[src/axiReadPkg.sv]
`default_nettype none

package axiReadPkg;

	// Bus widths
	localparam int ADDR_BITS = 32;
	localparam int DATA_BITS = 32;
	localparam int LEN_BITS = 4;
	localparam int MID_BITS = 4;
	localparam int SID_BITS = 8;

	localparam int NUM_MASTERS = 2;
	localparam int NUM_SLAVES = 3;

	// ------------------------------------------------------------------------
	// Address map, region field is everything above REGION_SHIFT
	// ------------------------------------------------------------------------
	localparam int REGION_SHIFT = 16;
	localparam logic [ADDR_BITS-REGION_SHIFT-1:0] REGION_S0 = 16'd0;
	localparam logic [ADDR_BITS-REGION_SHIFT-1:0] REGION_S1 = 16'd1;
	localparam logic [ADDR_BITS-REGION_SHIFT-1:0] REGION_S2 = 16'd2;

	typedef logic [ADDR_BITS-1:0] addrT;
	typedef logic [DATA_BITS-1:0] dataT;
	// Beats minus one
	typedef logic [LEN_BITS-1:0] lenT;
	typedef logic [MID_BITS-1:0] masterIdT;
	// Master index on top, master ID below
	typedef logic [SID_BITS-1:0] slaveIdT;

	typedef enum logic [1:0] {
		OKAY = 2'b00,
		EXOKAY = 2'b01,
		SLVERR = 2'b10,
		DECERR = 2'b11
	} respT;

	typedef enum logic [1:0] {
		RD_IDLE,
		RD_ADDR,
		RD_DATA
	} readStateT;

	typedef enum logic [1:0] {
		SEL_S0,
		SEL_S1,
		SEL_S2,
		SEL_DEFAULT
	} slaveSelT;

endpackage

`default_nettype wire
[src/axiReadInterconnect.sv]
`default_nettype none

module axiReadInterconnect
	import axiReadPkg::*;
(
	input logic ACLK,
	input logic rstN,

	// ------------------------------------------------------------------------
	// Master side
	// ------------------------------------------------------------------------
	input masterIdT ARID_M0,
	input addrT ARADDR_M0,
	input lenT ARLEN_M0,
	input logic ARVALID_M0,
	output logic ARREADY_M0,
	output masterIdT RID_M0,
	output dataT RDATA_M0,
	output respT RRESP_M0,
	output logic RLAST_M0,
	output logic RVALID_M0,
	input logic RREADY_M0,

	input masterIdT ARID_M1,
	input addrT ARADDR_M1,
	input lenT ARLEN_M1,
	input logic ARVALID_M1,
	output logic ARREADY_M1,
	output masterIdT RID_M1,
	output dataT RDATA_M1,
	output respT RRESP_M1,
	output logic RLAST_M1,
	output logic RVALID_M1,
	input logic RREADY_M1,

	// ------------------------------------------------------------------------
	// Slave side
	// ------------------------------------------------------------------------
	output slaveIdT ARID_S0,
	output addrT ARADDR_S0,
	output lenT ARLEN_S0,
	output logic ARVALID_S0,
	input logic ARREADY_S0,
	input slaveIdT RID_S0,
	input dataT RDATA_S0,
	input respT RRESP_S0,
	input logic RLAST_S0,
	input logic RVALID_S0,
	output logic RREADY_S0,

	output slaveIdT ARID_S1,
	output addrT ARADDR_S1,
	output lenT ARLEN_S1,
	output logic ARVALID_S1,
	input logic ARREADY_S1,
	input slaveIdT RID_S1,
	input dataT RDATA_S1,
	input respT RRESP_S1,
	input logic RLAST_S1,
	input logic RVALID_S1,
	output logic RREADY_S1,

	output slaveIdT ARID_S2,
	output addrT ARADDR_S2,
	output lenT ARLEN_S2,
	output logic ARVALID_S2,
	input logic ARREADY_S2,
	input slaveIdT RID_S2,
	input dataT RDATA_S2,
	input respT RRESP_S2,
	input logic RLAST_S2,
	input logic RVALID_S2,
	output logic RREADY_S2
);

	logic [NUM_MASTERS-1:0] grant;
	readStateT state;
	logic arHandShake;
	logic rHandShake;
	slaveSelT sel;

	// Shared AR bus
	slaveIdT arId;
	addrT arAddr;
	lenT arLen;

	// Shared R payload
	masterIdT rId;
	dataT rData;
	respT rResp;
	logic rLast;

	// Default slave channels
	logic dsArValid;
	slaveIdT dsRid;
	dataT dsRdata;
	respT dsRresp;
	logic dsRlast;
	logic dsRvalid;
	logic dsRready;

	readArbiter i_readArbiter (
		.ACLK(ACLK),
		.rstN(rstN),
		.arValid({ARVALID_M1, ARVALID_M0}),
		.rHandShake(rHandShake),
		.rLast(rLast),
		.arHandShake(arHandShake),
		.grant(grant),
		.state(state)
	);

	readAddrRouter i_readAddrRouter (
		.ACLK(ACLK),
		.rstN(rstN),
		.grant(grant),
		.state(state),
		.ARID_M({ARID_M1, ARID_M0}),
		.ARADDR_M({ARADDR_M1, ARADDR_M0}),
		.ARLEN_M({ARLEN_M1, ARLEN_M0}),
		.ARVALID_M({ARVALID_M1, ARVALID_M0}),
		.ARREADY_M({ARREADY_M1, ARREADY_M0}),
		.arId(arId),
		.arAddr(arAddr),
		.arLen(arLen),
		.arValidS({ARVALID_S2, ARVALID_S1, ARVALID_S0}),
		.arReadyS({ARREADY_S2, ARREADY_S1, ARREADY_S0}),
		.dsArValid(dsArValid),
		// Default slave takes every request at once
		.dsArReady(1'b1),
		.arHandShake(arHandShake),
		.sel(sel)
	);

	defaultReadSlave i_defaultReadSlave (
		.ACLK(ACLK),
		.rstN(rstN),
		.arValid(dsArValid),
		.arId(arId),
		.arLen(arLen),
		.rReady(dsRready),
		.rId(dsRid),
		.rData(dsRdata),
		.rResp(dsRresp),
		.rLast(dsRlast),
		.rValid(dsRvalid)
	);

	readDataRouter i_readDataRouter (
		.sel(sel),
		.RID_S({RID_S2, RID_S1, RID_S0}),
		.RDATA_S({RDATA_S2, RDATA_S1, RDATA_S0}),
		.RRESP_S({RRESP_S2, RRESP_S1, RRESP_S0}),
		.RLAST_S({RLAST_S2, RLAST_S1, RLAST_S0}),
		.RVALID_S({RVALID_S2, RVALID_S1, RVALID_S0}),
		.dsRid(dsRid),
		.dsRdata(dsRdata),
		.dsRresp(dsRresp),
		.dsRlast(dsRlast),
		.dsRvalid(dsRvalid),
		.RREADY_S({RREADY_S2, RREADY_S1, RREADY_S0}),
		.dsRready(dsRready),
		.rId(rId),
		.rData(rData),
		.rResp(rResp),
		.rLast(rLast),
		.RVALID_M({RVALID_M1, RVALID_M0}),
		.RREADY_M({RREADY_M1, RREADY_M0}),
		.rHandShake(rHandShake)
	);

	// AR broadcast, only ARVALID is per slave
	assign ARID_S0 = arId;
	assign ARADDR_S0 = arAddr;
	assign ARLEN_S0 = arLen;
	assign ARID_S1 = arId;
	assign ARADDR_S1 = arAddr;
	assign ARLEN_S1 = arLen;
	assign ARID_S2 = arId;
	assign ARADDR_S2 = arAddr;
	assign ARLEN_S2 = arLen;

	// R broadcast, only RVALID is per master
	assign RID_M0 = rId;
	assign RDATA_M0 = rData;
	assign RRESP_M0 = rResp;
	assign RLAST_M0 = rLast;
	assign RID_M1 = rId;
	assign RDATA_M1 = rData;
	assign RRESP_M1 = rResp;
	assign RLAST_M1 = rLast;

endmodule

`default_nettype wire

[src/defaultReadSlave.sv]
`default_nettype none

module defaultReadSlave
	import axiReadPkg::*;
(
	input logic ACLK,
	input logic rstN,
	input logic arValid,
	input slaveIdT arId,
	input lenT arLen,
	input logic rReady,
	output slaveIdT rId,
	output dataT rData,
	output respT rResp,
	output logic rLast,
	output logic rValid
);

	// Beats still to follow the current one
	lenT beatsLeft;

	// Every unmapped read is a decode error with zero data
	assign rData = '0;
	assign rResp = DECERR;

	always_ff @(posedge ACLK or negedge rstN) begin
		if (!rstN) begin
			rValid <= 1'b0;
			rLast <= 1'b0;
			beatsLeft <= '0;
		end else if (arValid) begin
			rValid <= 1'b1;
			rLast <= (arLen == '0);
			beatsLeft <= arLen;
		end else if (rValid && rReady) begin
			if (rLast) begin
				rValid <= 1'b0;
				rLast <= 1'b0;
			end else begin
				beatsLeft <= beatsLeft - 1'b1;
				rLast <= (beatsLeft == lenT'(1));
			end
		end
	end

	always_ff @(posedge ACLK) begin
		if (arValid) begin
			rId <= arId;
		end
	end

endmodule

`default_nettype wire

[src/readDataRouter.sv]
`default_nettype none

module readDataRouter
	import axiReadPkg::*;
(
	input slaveSelT sel,
	input slaveIdT [NUM_SLAVES-1:0] RID_S,
	input dataT [NUM_SLAVES-1:0] RDATA_S,
	input logic [NUM_SLAVES-1:0][1:0] RRESP_S,
	input logic [NUM_SLAVES-1:0] RLAST_S,
	input logic [NUM_SLAVES-1:0] RVALID_S,
	input slaveIdT dsRid,
	input dataT dsRdata,
	input respT dsRresp,
	input logic dsRlast,
	input logic dsRvalid,
	output logic [NUM_SLAVES-1:0] RREADY_S,
	output logic dsRready,
	output masterIdT rId,
	output dataT rData,
	output respT rResp,
	output logic rLast,
	output logic [NUM_MASTERS-1:0] RVALID_M,
	input logic [NUM_MASTERS-1:0] RREADY_M,
	output logic rHandShake
);

	slaveIdT wideId;
	logic [SID_BITS-MID_BITS-1:0] owner;
	logic beatValid;
	logic beatReady;

	// Beat from the slave captured at the AR handshake
	always_comb begin
		wideId = dsRid;
		rData = dsRdata;
		rResp = dsRresp;
		rLast = dsRlast;
		beatValid = dsRvalid;
		for (int s = 0; s < NUM_SLAVES; s++) begin
			if (sel == slaveSelT'(s)) begin
				wideId = RID_S[s];
				rData = RDATA_S[s];
				rResp = respT'(RRESP_S[s]);
				rLast = RLAST_S[s];
				beatValid = RVALID_S[s];
			end
		end
	end

	// Upper ID bits name the owning master
	assign owner = wideId[SID_BITS-1:MID_BITS];
	assign rId = wideId[MID_BITS-1:0];

	always_comb begin
		beatReady = 1'b0;
		for (int m = 0; m < NUM_MASTERS; m++) begin
			RVALID_M[m] = beatValid && (owner == m);
			if (owner == m) begin
				beatReady = RREADY_M[m];
			end
		end
	end

	always_comb begin
		for (int s = 0; s < NUM_SLAVES; s++) begin
			RREADY_S[s] = beatValid && beatReady && (sel == slaveSelT'(s));
		end
	end

	assign dsRready = beatValid && beatReady && (sel == SEL_DEFAULT);
	assign rHandShake = beatValid && beatReady;

endmodule

`default_nettype wire

[src/readAddrRouter.sv]
`default_nettype none

module readAddrRouter
	import axiReadPkg::*;
(
	input logic ACLK,
	input logic rstN,
	input logic [NUM_MASTERS-1:0] grant,
	input readStateT state,
	input masterIdT [NUM_MASTERS-1:0] ARID_M,
	input addrT [NUM_MASTERS-1:0] ARADDR_M,
	input lenT [NUM_MASTERS-1:0] ARLEN_M,
	input logic [NUM_MASTERS-1:0] ARVALID_M,
	output logic [NUM_MASTERS-1:0] ARREADY_M,
	output slaveIdT arId,
	output addrT arAddr,
	output lenT arLen,
	output logic [NUM_SLAVES-1:0] arValidS,
	input logic [NUM_SLAVES-1:0] arReadyS,
	output logic dsArValid,
	input logic dsArReady,
	output logic arHandShake,
	output slaveSelT sel
);

	logic [SID_BITS-MID_BITS-1:0] mIdx;
	masterIdT mId;
	logic reqValid;
	logic [ADDR_BITS-REGION_SHIFT-1:0] region;
	slaveSelT decSel;
	logic slvReady;

	// Granted master's request
	always_comb begin
		mIdx = '0;
		mId = '0;
		arAddr = '0;
		arLen = '0;
		for (int m = 0; m < NUM_MASTERS; m++) begin
			if (grant[m]) begin
				mIdx = (SID_BITS-MID_BITS)'(m);
				mId = ARID_M[m];
				arAddr = ARADDR_M[m];
				arLen = ARLEN_M[m];
			end
		end
	end

	assign arId = {mIdx, mId};
	assign reqValid = (state == RD_ADDR) && |(grant & ARVALID_M);

	// ------------------------------------------------------------------------
	// Region decode
	// ------------------------------------------------------------------------
	assign region = arAddr[ADDR_BITS-1:REGION_SHIFT];

	always_comb begin
		case (region)
			REGION_S0: decSel = SEL_S0;
			REGION_S1: decSel = SEL_S1;
			REGION_S2: decSel = SEL_S2;
			default: decSel = SEL_DEFAULT;
		endcase
	end

	always_comb begin
		slvReady = dsArReady && (decSel == SEL_DEFAULT);
		for (int s = 0; s < NUM_SLAVES; s++) begin
			arValidS[s] = reqValid && (decSel == slaveSelT'(s));
			if (decSel == slaveSelT'(s)) begin
				slvReady = arReadyS[s];
			end
		end
	end

	assign dsArValid = reqValid && (decSel == SEL_DEFAULT);
	assign arHandShake = reqValid && slvReady;
	assign ARREADY_M = (state == RD_ADDR && slvReady) ? grant : '0;

	// R path follows this until the next AR handshake
	always_ff @(posedge ACLK or negedge rstN) begin
		if (!rstN) begin
			sel <= SEL_DEFAULT;
		end else if (arHandShake) begin
			sel <= decSel;
		end
	end

endmodule

`default_nettype wire

[src/readArbiter.sv]
`default_nettype none

module readArbiter
	import axiReadPkg::*;
(
	input logic ACLK,
	input logic rstN,
	input logic [NUM_MASTERS-1:0] arValid,
	input logic rHandShake,
	input logic rLast,
	input logic arHandShake,
	output logic [NUM_MASTERS-1:0] grant,
	output readStateT state
);

	// Master index, same width as the upper ID field
	logic [SID_BITS-MID_BITS-1:0] ptr;
	logic [SID_BITS-MID_BITS-1:0] pick;
	logic found;

	// Round robin search: from ptr upward first, then wrap to M0
	always_comb begin
		pick = ptr;
		found = 1'b0;
		for (int i = 0; i < NUM_MASTERS; i++) begin
			if (!found && i >= int'(ptr) && arValid[i]) begin
				pick = (SID_BITS-MID_BITS)'(i);
				found = 1'b1;
			end
		end
		for (int i = 0; i < NUM_MASTERS; i++) begin
			if (!found && arValid[i]) begin
				pick = (SID_BITS-MID_BITS)'(i);
				found = 1'b1;
			end
		end
	end

	// ------------------------------------------------------------------------
	// Transaction FSM, grant frozen from selection to the last R beat
	// ------------------------------------------------------------------------
	always_ff @(posedge ACLK or negedge rstN) begin
		if (!rstN) begin
			state <= RD_IDLE;
			grant <= '0;
			ptr <= '0;
		end else begin
			case (state)
				RD_IDLE: begin
					if (found) begin
						state <= RD_ADDR;
						for (int m = 0; m < NUM_MASTERS; m++) begin
							grant[m] <= (int'(pick) == m);
						end
						// Favor the next master on the following round
						if (int'(pick) == NUM_MASTERS - 1) begin
							ptr <= '0;
						end else begin
							ptr <= pick + 1'b1;
						end
					end
				end
				RD_ADDR: begin
					if (arHandShake) begin
						state <= RD_DATA;
					end
				end
				RD_DATA: begin
					if (rHandShake && rLast) begin
						state <= RD_IDLE;
						grant <= '0;
					end
				end
				default: state <= RD_IDLE;
			endcase
		end
	end

endmodule

`default_nettype wire

[config.mk]
export PLATFORM = sky130hd
export DESIGN_NAME = axiReadInterconnect
export DESIGN_NICKNAME = d
export VERILOG_FILES = /design/src/axiReadPkg.sv /design/src/axiReadInterconnect.sv /design/src/defaultReadSlave.sv /design/src/readDataRouter.sv /design/src/readAddrRouter.sv /design/src/readArbiter.sv
export SDC_FILE = /design/constraint.sdc
export NUM_CORES = 1
export LEC_CHECK = 0
export ABC_CLOCK_PERIOD_IN_PS = 6800
export BUFFER_PORTS_ARGS = -buffer_cell sky130_fd_sc_hd__buf_2
export CORE_AREA = 4 4 171 173
export DETAILED_ROUTE_END_ITERATION = 8
export DIE_AREA = 0 0 175 177
export PLACE_DENSITY = 0.39
export REMOVE_ABC_BUFFERS = 1
export SLEW_MARGIN = 0
export SYNTH_ARGS = -nofsm -noshare
export SYNTH_HDL_FRONTEND = slang
export SYNTH_HIERARCHICAL = 1
export SYNTH_SLANG_ARGS = --single-unit
[constraint.sdc]
create_clock -name ACLK -period 6.8 [get_ports ACLK]
set_clock_uncertainty 0.1 [all_clocks]
set_input_delay 1.36 -clock ACLK [delete_from_list [all_inputs] [get_ports ACLK]]
set_output_delay 1.36 -clock ACLK [all_outputs]
set_load 0.005 [all_outputs]
==> qor.yml, run 1 <==
clock_network:
  clk_pin_slew_ps: 60
  clock_latency_ps: 260
  cts_resized: 0
  post_cts_buffers: 0
  cts_buffer_depth: 2
  cts_hold_buf: 0
  tritoncts: "done"
  h-tree-depth: 1
  cts_root_buf: "clkbuf_16"
  cts_buffers: 3
  numClockSinks: 24
timing:
  slew_viol_final: 0
  hold_ws_ps: 403.7
  setup_tns_ps: 0
  slew_headroom_pct: 46.82
  min_period_over_period_pct: 69.12
  hold_viol: 0
  fin_crit_ps: 4700
  worst_pin_slew_ps: 789.3
  max_freq_ghz: 0.2128
  final-setup-viol-count: 0
  rsz0062_at_grt: "false"
critical_path:
  required_ps: 5340
  critical_path_class: "input port to output port"
  setup.worst_path.start_class: "input port"
  cp.arrival_ps: 3240
  worstReg2RegStart: "i_readArbiter/grant[1]$_DFFE_PN0P_"
  reg2reg_slack_ps: 3620
  cp-end-kind: "output port"
  ff2ff_path_depth: 8
  reg2reg_to: "i_defaultReadSlave/rLast$_DFFE_PN0P_"
  crit_path_max_fanout: 6
global_route:
  grt_pass1_vias: 4386
  grt_util_all_layers_pct: 10.34
  antenna_found_initial: 1
  grt_max_degree: 37
  grt-ovfl-total: 0
  grt_pass1_wl_microns: 24870
min_path:
  hold_end: "i_readArbiter/ptr[0]$_DFFE_PN0P_"
  min_from: "i_readArbiter/ptr[0]$_DFFE_PN0P_"
  worstHoldPathType: "flip-flop to flip-flop"
  hold_depth: 2
synth:
  syn_inst: 418
  synth_enable_flop_cells: 8
  seq_area_frac_synth_pct: 15.59
  ys_ff_latch: 24
  syn-cell-area_sq_um: 4124
  yosysWarnings: 6
  avgSynthCellArea_sq_um: 9.866
  synth_cell_type_count: 64
  synthFlopType: "dfrtp_1"
  async_flop_share_pct: 66.67
cells_and_area:
  syn_to_final_growth_pct: 37.26
  stdcell_count: 1085
  layout-drive-gt1-share_pct: 71.15
  final_area_sq_um: 5660
  fin_nets: 931
  diodes: 0
placement:
  dp_cells: 1081
  numPortBuffers: 431
  place_area_sq_um: 5582
  dpl.hpwl_microns: 15700
  place_congestion: 0.7847
run:
  maxCapViolCount: 0
power_and_ir_drop:
  p_per_area_nw_per_um2: 314.5
  leakage_nw: 3.055
  max-vdd-ir-drop_mv: 0.1421
die:
  die_h_microns: 177
  start_util_pct: 14.93
  ios: 441
  die_w_microns: 175
  coreArea_sq_um: 27630
  rows: 61
  die_area_sq_um: 30980
drt:
  drtIter0Drc: 63
  vias: 4139
  post-route-drc-count: 0
  wl_per_cell_microns: 16.19
  totalWireLength_microns: 17560
  ant_nets: 0
  viasPerCell: 3.815
  dr.pass1.iters: 4
outcome:
  status: "complete, no violations"
-- power breakdown --
part | internal, mW | switching [mW]
Combinational | 0.669 | 0.667
Clock | 0.0801 | 0.0496
Sequential | 0.210 | 0.104
-- layer usage --
layer  up-vias  global-route usage, %  share of wire [%]
met3        19                  1.410                8.2
met5         -                      0                  0
met4         0                  3.044                2.0
li1       1916                      -                  -
met2       281                  22.20                 57
met1      1923                  10.00                 33
-- Yosys cell counts, types with 3 or more instances --
library cell  instances  area (sq um)
nand3_1               3         15.01
clkbuf_1              9         33.78
and3_1                3         18.77
o21ai_0               8         40.04
o21a_1                3         22.52
dfrtp_1              14         350.3
nor2b_1               6         37.54
o21ai_1               3         15.01
mux4_2               41         923.4
nand2_1              18         67.56
buf_2                 5         25.02
conb_1                4         15.01
edfxtp_1              8         240.2
a21o_1                3         22.52
buf_4               166          1246
buf_1                 3         11.26
a21oi_1               5         25.02
a22o_1               36         315.3
inv_1                 9         33.78
nor4_1                5         31.28
nor2_1               14         52.55
-- worst max-delay path: stages --
cell      delay, ps
buf_2           110
nor4_1          290
a21boi_1        120
nor4_2          660
nor2b_2         330
nor2_1           90
and3_1          160
buf_2           120
-- sequential cells by signal (all words and copies together) (netlist names) --
register and count:
i_defaultReadSlave/rId 8, i_defaultReadSlave/beatsLeft 4, i_readArbiter/ptr 4, i_readAddrRouter/sel 2, i_readArbiter/grant 2, i_readArbiter/state 2
i_defaultReadSlave/rLast 1, i_defaultReadSlave/rValid 1
-- how the worst max path moves through the flow --
stage             endpoint  depth (start not counted)                               start
4_1_cts         ARREADY_M1                          8                       ARADDR_M1[19]
6_report        ARREADY_M1                          8                       ARADDR_M1[19]
3_3_place_gp    ARREADY_M1                          8                       ARADDR_M1[24]
3_5_place_dp    ARREADY_M1                          8                       ARADDR_M1[19]
2_1_floorplan  ARLEN_S0[2]                          2  i_readArbiter/grant[1]$_DFFE_PN0P_
5_1_grt         ARREADY_M1                          8                       ARADDR_M1[19]
-- cells in the final DEF (no fill, tap or decap), drive strengths merged, types with 2 or more instances in the layout --
cell type and instances:
a22o 37, dfstp 2, nand3 3, nor4 7
mux4 41, nand2 18, nor4b 3, and2 2
conb 39, clkbuf 4, a21o 3, and3 3
nor3 2, nand3b 3, edfxtp 8, o21a 3
ha 2, a21oi 5, mux2 2, nand4b 2
inv 9, nor2b 7, buf 436, o21ai 11
dfrtp 14, nand4 2, nor2 14, or4b 3
-- kinds of logic after synthesis --
| kind of cell | Yosys count | synth area share [%] |
|---|---|---|
| AO/OA/AOI/OAI | 70 | 14.02 |
| XOR/XNOR | 2 | 0.4248 |
| adder cells (fa/ha/maj) | 2 | 0.6067 |
| buffers and inverters | 195 | 33.62 |
| flip-flops | 24 | 15.59 |
| multiplexers | 44 | 23.27 |
| other | 4 | 0.3640 |
| AND/OR/NAND/NOR | 77 | 12.11 |
-- metrics by stage --
stage	util (%)	worst slack, ps	power, mW
2_1_floorplan	-	2688	0.9419
3_3_place_gp	20.20	2117	1.713
3_5_place_dp	20.20	2136	1.697
4_1_cts	20.49	2137	1.836
5_1_grt	20.49	1952	1.946
6_report	20.49	2100	1.780
-- layout make-up --
class                      count  area, sq um
tap                          378        473.0
multi-input combinational    234         2232
timing repair buffer         436         2195
fill                        3166        21970
clock buffer                   4        78.83
sequential                    24        648.1
inverter                       9        33.78
Power figures use the tool's default switching activity.
==> run 2, diff against run 1 <==
ABC_AREA = 1   (was not set)
ABC_CLOCK_PERIOD_IN_PS = 4600   (was 6800)
CORE_AREA = 4 4 169 171   (was 4 4 171 173)
DIE_AREA = 0 0 173 175   (was 0 0 175 177)
PLACE_DENSITY = 0.41   (was 0.39)
clock period = 4.6 ns   (was 6.8 ns; I/O delays follow)
==> run 2 against run 1 <==
Effect of this change: final cell count up 22%; non-clock buffer count up 4; sequential power fell by 30%; first-iteration DRC count rose by 100%; total power down 67%; via count up 29%; die area down 2.3%; clock power rose by 49%; count of clock-buffer cells in the layout unchanged; global-route usage rose by 1.9 points; worst setup slack worse by 1100 ps; largest power group is now registers.
==> qor.yml, run 2 <==
outcome:
  status: "complete, no violations"
clock_network:
  cts_root_buf: "clkbuf_16"
  cts_buffer_depth: 2
  cts_resized: 0
  clk_pin_slew_ps: 60
  tritoncts: "done"
  numClockSinks: 24
  post_cts_buffers: 0
  cts_buffers: 3
  clock_latency_ps: 260
  h-tree-depth: 1
  cts_hold_buf: 0
power_and_ir_drop:
  leakage_nw: 3.636
  max-vdd-ir-drop_mv: 0.1061
  p_per_area_nw_per_um2: 103.0
critical_path:
  cpMostUsedCell: "nand2_1"
  setup.worst_path.start_class: "flip-flop"
  max_stage_delay_ps: 740
  crit_path_max_fanout: 29
  cp_slowest_cell: "dfrtp_1"
  critical_path_class: "flip-flop to output port"
  required_ps: 3580
  crit_family: "simple AND/OR/NAND/NOR gates"
  crit_chain: "buf_4 > nand3_1 > nand2_1 > nor2_1 > nand2_1 > nor2_4 > nand2_1 > nand4_1 > nand3_2 > nand3_1 > nor2_1 > buf_2"
  cp-end-kind: "output port"
  cp.arrival_ps: 2630
  critPathBufInv: 2
placement:
  place_area_sq_um: 5707
  numPortBuffers: 431
  place_congestion: 0.7641
  place_ws_ps: 1185
  dpl.hpwl_microns: 17110
synth:
  synth_enable_flop_cells: 8
  yosysWarnings: 6
  synth_area_leaders: "buf_4 (29%), nand2_1 (15%), dfrtp_1 (8.1%)"
  seq_area_frac_synth_pct: 14.86
  synth_cell_type_count: 34
  ys_ff_latch: 24
  syn-cell-area_sq_um: 4327
  syn_inst: 700
  yosys.area.top_type_share_pct: 28.98
  async_flop_share_pct: 66.67
  yosysTopAreaCell: "buf_4"
  netlist_top_cells_count: "nand2_1 (176), buf_4 (167), nor2_1 (86)"
  synthFlopType: "dfrtp_1"
  avgSynthCellArea_sq_um: 6.181
  yosysMostFrequentCell: "nand2_1"
die:
  die_area_sq_um: 30280
  start_util_pct: 16.10
  die_h_microns: 175
  ios: 441
  die_w_microns: 173
  coreArea_sq_um: 26880
  rows: 60
global_route:
  grt_pass1_vias: 5379
  grt-ovfl-total: 0
  grt_util_all_layers_pct: 12.19
  antenna_found_initial: 2
  grt_pass1_wl_microns: 29870
  grt_max_degree: 80
timing:
  slew_headroom_pct: 45.61
  setup_tns_ps: 0
  fin_crit_ps: 3648
  slew_viol_final: 0
  final-setup-viol-count: 0
  min_period_over_period_pct: 79.30
  layout_setup_ws_ps: 952.3
  hold_ws_ps: 387.8
  rsz0062_at_grt: "false"
  worst_pin_slew_ps: 815.8
  max_freq_ghz: 0.2741
  hold_viol: 0
cells_and_area:
  syn_to_final_growth_pct: 33.72
  fin_nets: 1203
  regMostFlops: "i_defaultReadSlave/rId"
  layout-drive-gt1-share_pct: 48.42
  final_util_pct: 21.53
  top_regs: "i_defaultReadSlave/rId (8), i_defaultReadSlave/beatsLeft (4), i_readArbiter/ptr (4)"
  filler_cell_count: 3144
  diodes: 0
  final_area_sq_um: 5786
  largest_register_ffs: 8
  final_common_cell: "buf_2"
  layout_common_cells: "buf_2 (431), nand2_1 (176), nor2_1 (85), nand3_1 (59)"
drt:
  viasPerCell: 4.033
  drtIter0Drc: 128
  dr.pass1.iters: 4
  post-route-drc-count: 0
  totalWireLength_microns: 19990
  vias: 5324
  wl_per_cell_microns: 15.14
  ant_nets: 0
min_path:
  worstHoldPathType: "flip-flop to flip-flop"
run:
  maxCapViolCount: 0
-- run 2: per-stage QoR --
step                power (mW)  instances
floorplan               0.2669        535
global placement        0.4063       1316
detailed placement      0.4065       1316
CTS                     0.6063       1320
global route            0.6349       1320
finish                  0.5958       1320
-- run 2: worst paths after layout --
kind	slack (ps)	depth (start not counted)	end	from
worst max-delay path	950	12	ARREADY_M1	i_readArbiter/grant[0]$_DFFE_PN0P_
worst min-delay path	390	2	i_readArbiter/ptr[0]$_DFFE_PN0P_	i_readArbiter/ptr[0]$_DFFE_PN0P_
worst max register to register	1660	15	i_defaultReadSlave/beatsLeft[3]$_DFFE_PN0P_	i_readArbiter/grant[0]$_DFFE_PN0P_
worst min register to register	390	2	i_readArbiter/ptr[0]$_DFFE_PN0P_	i_readArbiter/ptr[0]$_DFFE_PN0P_
max in group asynchronous	3590	1	i_readAddrRouter/sel[1]$_DFFE_PN1P_	rstN
min in group asynchronous	490	1	i_readArbiter/state[1]$_DFFE_PN0P_	rstN
-- run 2: worst reg2reg max path, stage by stage (launching register included) --
cell,delay [ps]
dfrtp_1,740
buf_4,430
nand3_1,150
nand2_1,170
nor2_1,60
nand2_1,100
nor2_4,70
nand2_1,120
nand3_1,140
nor2_2,100
buf_4,260
inv_6,90
nand2_4,80
nand2_4,70
a21oi_2,110
nand2_1,50
-- run 2: cell families (layout without fill, tap and decap cells) --
kind of cell             count (synthesis)  after routing  share of synthesized area, %
adder cells (fa/ha/maj)                  2              2                        0.5783
AO/OA/AOI/OAI                           88             88                         13.97
AND/OR/NAND/NOR                        347            347                         34.35
other                                    4             38                        0.3469
buffers and inverters                  235            480                         35.89
flip-flops                              24             24                         14.86
-- run 2: final cells by class --
type,count,area [sq um],area share (%)
Inverter,36,140.1,2.422
Tap cell,341,426.7,7.375
Multi-Input combinational cell,475,2271,39.25
Clock buffer,4,78.83,1.362
Timing Repair Buffer,440,2225,38.45
Sequential cell,24,644.4,11.14
-- run 2: where the power goes --
part / switching, mW / total, mW / leakage (nW) / internal, mW
Clock: 0.0758 / 0.194 / 0.0382 / 0.118
Combinational: 0.0785 / 0.181 / 3.34 / 0.103
Sequential: 0 / 0.220 / 0.255 / 0.220
-- run 2: metal layers --
layer	part of all wire (%)	GRT usage [%]	vias to the layer above
li1	-	-	2648
met1	36	12.37	2374
met2	57	26.30	293
met3	7.1	1.774	9
met4	0.68	1.696	0
met5	0	0	-
